`src/source/conv_config.svh`:
```
`ifndef CONV_CONFIG_SVH
`define CONV_CONFIG_SVH

`define CONV_BIT_LEN   8     // pixel width
`define CONV_M_LEN     3     // kernel side
`define CONV_FEA_SIZE  417   // feature map entries
`define CONV_ADDR_W    9     // wide enough to hold CONV_FEA_SIZE itself

// kernel weights, unsigned
// CONV_K<row><col>: row is the pixel inside a column (0 = lower),
// col is the window column (0 = oldest)
`define CONV_K00  `CONV_BIT_LEN'(1)
`define CONV_K01  `CONV_BIT_LEN'(1)
`define CONV_K02  `CONV_BIT_LEN'(1)
`define CONV_K10  `CONV_BIT_LEN'(1)
`define CONV_K11  `CONV_BIT_LEN'(1)
`define CONV_K12  `CONV_BIT_LEN'(1)
`define CONV_K20  `CONV_BIT_LEN'(1)
`define CONV_K21  `CONV_BIT_LEN'(1)
`define CONV_K22  `CONV_BIT_LEN'(1)

`endif

```
`src/source/conv_types_pkg.sv`:
```
`include "conv_config.svh"

package conv_types_pkg;

    // one camera pixel
    typedef logic [`CONV_BIT_LEN-1:0] pixel_t;

    // one column of the window, p0 sits in the low bits
    typedef struct packed {
        pixel_t p2;    // upper
        pixel_t p1;
        pixel_t p0;    // lower
    } column_t;

    // three columns, c0 is the oldest and sits in the low bits
    typedef struct packed {
        column_t c2;   // newest
        column_t c1;
        column_t c0;   // oldest
    } window_t;

    // feature map address, also used for the write pointer
    typedef logic [`CONV_ADDR_W-1:0] fm_addr_t;

endpackage

```
`src/source/conv_ctrl_pkg.sv`:
```
package conv_ctrl_pkg;

    typedef enum logic [1:0] {
        IDLE  = 2'b00,
        WORK  = 2'b01,
        PAUSE = 2'b10
    } conv_state_e;

    // number of valid columns in the window, saturates at 3
    typedef logic [1:0] fill_t;

    // strobes from the controller to the window and the MAC
    typedef struct packed {
        logic shift;     // take i_column this cycle
        logic clear;     // zero the window
        logic full_new;  // window became a new full window at the last edge
    } win_ctrl_t;

endpackage

```
`src/source/conv_ctrl.sv`:
```
`timescale 1ns/1ps

module conv_ctrl (
    input  logic                    i_Clk,
    input  logic                    i_reset,
    input  logic                    i_f_start,
    input  logic                    i_f_stop,
    output conv_ctrl_pkg::win_ctrl_t o_win_ctrl
);

    conv_ctrl_pkg::conv_state_e state_q;
    conv_ctrl_pkg::conv_state_e state_d;
    conv_ctrl_pkg::fill_t       fill_q;
    conv_ctrl_pkg::fill_t       fill_d;
    logic                       full_new_q;

    always_comb begin
        state_d = state_q;
        fill_d  = fill_q;
        case (state_q)
            conv_ctrl_pkg::IDLE: begin
                fill_d = '0;
                if (i_f_start)
                    state_d = conv_ctrl_pkg::WORK;
            end
            conv_ctrl_pkg::WORK: begin
                // the column is taken even on the stop edge
                if (fill_q != conv_ctrl_pkg::fill_t'(3))
                    fill_d = fill_q + conv_ctrl_pkg::fill_t'(1);
                if (i_f_stop)
                    state_d = conv_ctrl_pkg::PAUSE;
            end
            conv_ctrl_pkg::PAUSE: begin
                if (i_f_start)
                    state_d = conv_ctrl_pkg::WORK;   // start wins over stop
                else if (i_f_stop)
                    state_d = conv_ctrl_pkg::IDLE;
            end
            default: begin
                state_d = conv_ctrl_pkg::IDLE;
                fill_d  = '0;
            end
        endcase
    end

    always_ff @(posedge i_Clk or negedge i_reset) begin
        if (!i_reset) begin
            state_q    <= conv_ctrl_pkg::IDLE;
            fill_q     <= '0;
            full_new_q <= 1'b0;
        end else begin
            state_q    <= state_d;
            fill_q     <= fill_d;
            // two columns held plus the one shifted now make a full window
            full_new_q <= (state_q == conv_ctrl_pkg::WORK) &&
                          (fill_q >= conv_ctrl_pkg::fill_t'(2));
        end
    end

    assign o_win_ctrl.shift    = (state_q == conv_ctrl_pkg::WORK);
    assign o_win_ctrl.clear    = (state_q == conv_ctrl_pkg::IDLE);
    assign o_win_ctrl.full_new = full_new_q;

    // only the three defined encodings may ever be stored
    a_state_legal: assert property (
        @(posedge i_Clk) disable iff (!i_reset)
        state_q inside {conv_ctrl_pkg::IDLE, conv_ctrl_pkg::WORK, conv_ctrl_pkg::PAUSE}
    ) else $error("conv_ctrl: illegal state encoding %b", state_q);

endmodule

```
`src/source/conv_window.sv`:
```
`timescale 1ns/1ps

module conv_window (
    input  logic                     i_Clk,
    input  logic                     i_reset,
    input  conv_ctrl_pkg::win_ctrl_t i_win_ctrl,
    input  conv_types_pkg::column_t  i_column,
    output conv_types_pkg::window_t  o_window
);

    conv_types_pkg::window_t win_q;

    always_ff @(posedge i_Clk or negedge i_reset) begin
        if (!i_reset) begin
            win_q <= '0;
        end else if (i_win_ctrl.clear) begin
            win_q <= '0;
        end else if (i_win_ctrl.shift) begin
            win_q.c0 <= win_q.c1;   // oldest drops out
            win_q.c1 <= win_q.c2;
            win_q.c2 <= i_column;
        end
    end

    assign o_window = win_q;

    // controller derives both from one state, so they must never overlap
    a_shift_clear_excl: assert property (
        @(posedge i_Clk) disable iff (!i_reset)
        !(i_win_ctrl.shift && i_win_ctrl.clear)
    ) else $error("conv_window: shift and clear high together");

endmodule

```
`src/source/conv_mac.sv`:
```
`timescale 1ns/1ps
`include "conv_config.svh"

module conv_mac (
    input  logic                    i_Clk,
    input  logic                    i_reset,
    input  conv_types_pkg::window_t i_window,
    input  logic                    i_full_new,
    output conv_types_pkg::pixel_t  o_data,
    output logic                    o_valid
);

    localparam int BW    = `CONV_BIT_LEN;
    localparam int TAPS  = `CONV_M_LEN * `CONV_M_LEN;
    localparam int SUM_W = 2 * BW + $clog2(TAPS);  // nine full products never overflow

    // tap i = column * 3 + row, same order as the packed window
    localparam logic [TAPS-1:0][BW-1:0] KERNEL = {
        `CONV_K22, `CONV_K12, `CONV_K02,
        `CONV_K21, `CONV_K11, `CONV_K01,
        `CONV_K20, `CONV_K10, `CONV_K00
    };

    logic [TAPS-1:0][BW-1:0] win_px;
    logic [SUM_W-1:0]        sum;

    assign win_px = i_window;

    always_comb begin
        sum = '0;
        for (int i = 0; i < TAPS; i++) begin
            sum = sum + SUM_W'(win_px[i]) * SUM_W'(KERNEL[i]);
        end
    end

    always_ff @(posedge i_Clk or negedge i_reset) begin
        if (!i_reset) begin
            o_data  <= '0;
            o_valid <= 1'b0;
        end else begin
            o_valid <= i_full_new;
            if (i_full_new)
                o_data <= sum[BW-1:0];   // wraps to pixel width
        end
    end

    // back to back results need back to back full windows
    a_valid_run: assert property (
        @(posedge i_Clk) disable iff (!i_reset)
        (o_valid && $past(o_valid)) |-> ($past(i_full_new) && $past(i_full_new, 2))
    ) else $error("conv_mac: o_valid run without full windows");

endmodule

```
`src/source/feature_map_ram.sv`:
```
`timescale 1ns/1ps
`include "conv_config.svh"

module feature_map_ram (
    input  logic                     i_Clk,
    input  logic                     i_reset,
    input  logic                     i_clear,
    input  logic                     i_wr_en,
    input  conv_types_pkg::pixel_t   i_wr_data,
    input  conv_types_pkg::fm_addr_t i_rd_addr,
    output conv_types_pkg::pixel_t   o_rd_data,
    output logic                     o_fm_full
);

    conv_types_pkg::pixel_t   mem [0:`CONV_FEA_SIZE-1];
    conv_types_pkg::fm_addr_t wr_ptr;
    logic                     wr_ok;

    assign o_fm_full = (wr_ptr == conv_types_pkg::fm_addr_t'(`CONV_FEA_SIZE));
    assign wr_ok     = i_wr_en && !o_fm_full && !i_clear;  // late writes after full are lost

    always_ff @(posedge i_Clk or negedge i_reset) begin
        if (!i_reset)
            wr_ptr <= '0;
        else if (i_clear)
            wr_ptr <= '0;
        else if (wr_ok)
            wr_ptr <= wr_ptr + conv_types_pkg::fm_addr_t'(1);
    end

    always_ff @(posedge i_Clk) begin
        if (wr_ok)
            mem[wr_ptr] <= i_wr_data;
        // out of range reads return zero
        if (i_rd_addr < conv_types_pkg::fm_addr_t'(`CONV_FEA_SIZE))
            o_rd_data <= mem[i_rd_addr];
        else
            o_rd_data <= '0;
    end

    a_ptr_range: assert property (
        @(posedge i_Clk) disable iff (!i_reset)
        wr_ptr <= conv_types_pkg::fm_addr_t'(`CONV_FEA_SIZE)
    ) else $error("feature_map_ram: write pointer past end (%0d)", wr_ptr);

endmodule

```
`src/source/conv_top.sv`:
```
`timescale 1ns/1ps

module conv_top (
    input  logic                     i_Clk,
    input  logic                     i_reset,
    input  conv_types_pkg::column_t  i_column,
    input  logic                     i_f_start,
    input  logic                     i_f_stop,
    input  conv_types_pkg::fm_addr_t i_rd_addr,
    output conv_types_pkg::pixel_t   o_data,
    output logic                     o_valid,
    output logic                     o_fm_full,
    output conv_types_pkg::pixel_t   o_rd_data
);

    conv_ctrl_pkg::win_ctrl_t win_ctrl;
    conv_types_pkg::window_t  window;

    conv_ctrl u_ctrl (
        .i_Clk      (i_Clk),
        .i_reset    (i_reset),
        .i_f_start  (i_f_start),
        .i_f_stop   (i_f_stop),
        .o_win_ctrl (win_ctrl)
    );

    conv_window u_window (
        .i_Clk      (i_Clk),
        .i_reset    (i_reset),
        .i_win_ctrl (win_ctrl),
        .i_column   (i_column),
        .o_window   (window)
    );

    conv_mac u_mac (
        .i_Clk      (i_Clk),
        .i_reset    (i_reset),
        .i_window   (window),
        .i_full_new (win_ctrl.full_new),
        .o_data     (o_data),
        .o_valid    (o_valid)
    );

    // every streamed result is also stored; IDLE rewinds the pointer
    feature_map_ram u_fm_ram (
        .i_Clk      (i_Clk),
        .i_reset    (i_reset),
        .i_clear    (win_ctrl.clear),
        .i_wr_en    (o_valid),
        .i_wr_data  (o_data),
        .i_rd_addr  (i_rd_addr),
        .o_rd_data  (o_rd_data),
        .o_fm_full  (o_fm_full)
    );

endmodule

```
`config.mk`:
```
export PLATFORM = sky130hd
export DESIGN_NAME = conv_top
export DESIGN_NICKNAME = d
export VERILOG_FILES = /design/src/source/conv_types_pkg.sv /design/src/source/conv_ctrl_pkg.sv /design/src/source/conv_ctrl.sv /design/src/source/conv_window.sv /design/src/source/conv_mac.sv /design/src/source/feature_map_ram.sv /design/src/source/conv_top.sv
export VERILOG_INCLUDE_DIRS = /design/src /design/src/source
export SDC_FILE = /design/constraint.sdc
export NUM_CORES = 2
export LEC_CHECK = 0
export BUFFER_PORTS_ARGS = -buffer_cell sky130_fd_sc_hd__clkbuf_2
export CAP_MARGIN = 20
export CORE_MARGIN = 2
export CORE_UTILIZATION = 55
export DETAILED_ROUTE_END_ITERATION = 7
export PLACE_DENSITY_LB_ADDON = 0.08
export REMOVE_ABC_BUFFERS = 1
export SETUP_SLACK_MARGIN = 0.3
export SYNTH_ARGS = -nofsm -noshare
export SYNTH_HDL_FRONTEND = slang
export SYNTH_HIERARCHICAL = 1
export SYNTH_SLANG_ARGS = --single-unit
```
`constraint.sdc`:
```
create_clock -name i_Clk -period 7.3 [get_ports i_Clk]
set_input_delay 1.46 -clock i_Clk [delete_from_list [all_inputs] [get_ports i_Clk]]
set_output_delay 1.46 -clock i_Clk [all_outputs]
set_load 0.02 [all_outputs]
```
==> impl_metrics.env <==
export IMPL_pre_cts_ws_ps=1310
export IMPL_grt_usage_pct=30.7
export IMPL_setup_ws_ps=1990
export IMPL_synth_seq_cells=3439
export IMPL_wl_um=383000
export IMPL_grt_overflow_total=0
export IMPL_placed_area_um2=140000
export IMPL_final_common_cell="edfxtp_1"
export IMPL_core_region_area_um2=246000
export IMPL_setup_violations_final=0
export IMPL_dp_hpwl_um=234000
export IMPL_fin_nets=6868
export IMPL_fillers=17172
export IMPL_layout_common_cells="edfxtp_1 (3336), mux4_2 (693), nor2_1 (551)"
export IMPL_fin_crit_ps=5310
export IMPL_cts_max_path_buffers=4
export IMPL_p_int_mw=36.0
export IMPL_grt_pass1_vias=68378
export IMPL_hold_buffers=0
export IMPL_initial_core_util_pct=55.2
export IMPL_dieHeight_um=501
export IMPL_place_inst=9625
export IMPL_grt_pass1_wl_um=536000
export IMPL_cts_root_buf="clkbuf_16"
export IMPL_rsz0062_at_grt="no"
export IMPL_ys_flop_type="edfxtp_1"
export IMPL_power_leakage_nw=48.2
export IMPL_dieArea_um2=251000
export IMPL_row_count=182
export IMPL_required_ps=8200
export IMPL_synth_edf_count=3336
export IMPL_stdcell_area_um2=151000
export IMPL_min_from="u_window/o_window[16]$_DFFE_PN0P_"
export IMPL_tightest_slew_ps=1430
export IMPL_gp_congestion=0.885
export IMPL_fin_cells=10274
export IMPL_rr_startpoint="u_fm_ram/wr_ptr[2]$_DFFE_PN0P_"
export IMPL_hold_path_class="reg2reg"
export IMPL_cp_startpoint="i_rd_addr[4]"
export IMPL_start_kind="input pin"
export IMPL_ctsResizeCount=0
export IMPL_crit_arrival_ps=6210
export IMPL_ant_nets=0
export IMPL_dr_total_vias=69563
export IMPL_holdWs_ps=519
export IMPL_clk_pin_slew_ps=60
export IMPL_dieWidth_um=501
export IMPL_cp_max_fo=27
export IMPL_num_io_pins=55
export IMPL_pwr_share_comb_pct=11.6
export IMPL_ys_types=87
export IMPL_utilization_pct=61.4
export IMPL_htree_levels=5
export IMPL_switchingPower_mw=12.1
export IMPL_hold_viol=0
export IMPL_fmax_mhz=188
export IMPL_netlist_area_um2=136000
export IMPL_numCtsBuffers=364
export IMPL_antenna_found_initial=17
export IMPL_clock_skew_ps=46.7
export IMPL_clk_latency_ps=970
export IMPL_fin_crit_sh_pct=72.8
export IMPL_synth_seq_area_share_pct=75.7
export IMPL_drt_initial_drc_count=10035
export IMPL_via_per_inst=6.77
export IMPL_setup_tns_ps=0
export IMPL_critical_path_class="in2reg"
export IMPL_cp_end_kind="flop"
export IMPL_synthArstFlopShare_pct=2.76
export IMPL_p_seq_share_pct=51.7
export IMPL_synthCells=6549
export IMPL_power_density_nw_per_um2=319
export IMPL_grt_max_degree=189
export IMPL_drive_gt1_share_pct=21.6
export IMPL_drc=0
export IMPL_outcome="complete, no violations"
export IMPL_port_buffers=54
export IMPL_postCtsSetupBuffers=0
export IMPL_avgSynthCellArea_um2=20.7
export IMPL_power_share_clock_pct=36.7
export IMPL_wire_per_inst_um=37.2
export IMPL_cts_tree="yes"
export IMPL_swShare_pct=25.2
export IMPL_clock_sinks=3439
export IMPL_total_power_mw=48.1
export IMPL_drt_pass1_iter_count=6
export IMPL_slew_violations=0
export IMPL_ys_warn_count=6
export IMPL_area_delta_synth_final_pct=11.2
export IMPL_maxCapViolCount=0
export IMPL_slew_headroom_pct=4.79
export IMPL_peakVddDrop_uv=401
## final timing paths
| path | depth (start not counted) | slack (ps) | to |
|---|---|---|---|
| max | 10 | 1990 | u_fm_ram/o_rd_data[3]$_SDFF_PP0_ |
| min | 2 | 520 | u_window/o_window[16]$_DFFE_PN0P_ |
| max reg2reg | 9 | 2460 | u_fm_ram/mem[335][4]$_DFFE_PP_ |
| min reg2reg | 2 | 520 | u_window/o_window[16]$_DFFE_PN0P_ |
| max in group asynchronous | 2 | 5620 | u_mac/o_data[7]$_DFFE_PN0P_ |
| min in group asynchronous | 1 | 630 | u_window/o_window[70]$_DFFE_PN0P_ |
## power groups by stage
stage	sequential (mW)	clock (mW)	combinational (mW)
finish	24.9	17.7	5.57
global route	24.9	18.7	5.92
global placement	25.3	0	5.35
CTS	24.9	17.9	5.56
floorplan	27.5	0	1.29
detailed placement	25.3	0	5.57
## synth_stat cells (45+ instances only)
library cell | number | share of area [%]
inv_1 | 65 | 0.18
buf_4 | 52 | 0.29
mux2i_1 | 329 | 2.4
o221ai_1 | 62 | 0.40
dfrtp_1 | 95 | 1.8
o22ai_1 | 62 | 0.29
a21oi_1 | 75 | 0.28
edfxtp_1 | 3336 | 74
nand2_1 | 165 | 0.46
mux4_1 | 72 | 1.4
buf_2 | 134 | 0.49
clkbuf_1 | 114 | 0.32
nor2_1 | 556 | 1.5
a22oi_1 | 65 | 0.36
a221oi_1 | 50 | 0.32
fa_1 | 45 | 0.66
nand3_1 | 63 | 0.23
mux4_2 | 693 | 12
buf_6 | 57 | 0.47
## layout make-up
class                   count  area [µm²]  area share, %
repair buffers            258        2260           1.50
inverters                  68         262          0.173
diodes                      8        20.0         0.0133
well taps                3220        4030           2.67
flip-flops and latches   3439      103000           68.1
clock buffers             472        9740           6.46
clock inverters           168        1510           1.00
multi-input cells        2641       30300           20.1
## logic make-up (layout without fill, tap and decap cells)
kind of cell / count (synthesis) / count (layout) / share of synthesized area (%)
flip-flops: 3439 / 3439 / 75.7
multiplexers: 1131 / 1131 / 15.6
AND/OR/NAND/NOR: 908 / 908 / 2.80
AO/OA/AOI/OAI: 517 / 517 / 2.80
buffers and inverters: 469 / 966 / 2.10
adder cells (fa/ha/maj): 59 / 59 / 0.793
XOR/XNOR: 26 / 26 / 0.168
other: 0 / 8 / 0
## sequential cells by signal, summed over array words and instances, names as in the netlist
signal	flops
u_mac/o_valid	1
u_fm_ram/mem	3336
u_mac/o_data	8
u_fm_ram/wr_ptr	9
u_window/o_window	72
u_fm_ram/o_rd_data	8
u_ctrl/state_q	2
u_ctrl/full_new_q	1
u_ctrl/fill_q	2
## metal layers
metal	global-route usage [%]	share of wire, %	vias to the layer above
met3	6.16	9.7	760
li1	-	-	27499
met1	44.4	39	37318
met5	0	0.023	-
met2	46.5	46	3974
met4	12.6	4.6	12
## critical path, stage by stage
cell and delay (ps):
buf_4 480, clkinv_2 850, buf_4 580, buf_4 320, nand2_1 510, o22ai_1 270, nor4_1 760, nor3_1 170
nor3_1 440, o221a_1 250
Note: power is estimated with default switching activity, not from simulation.
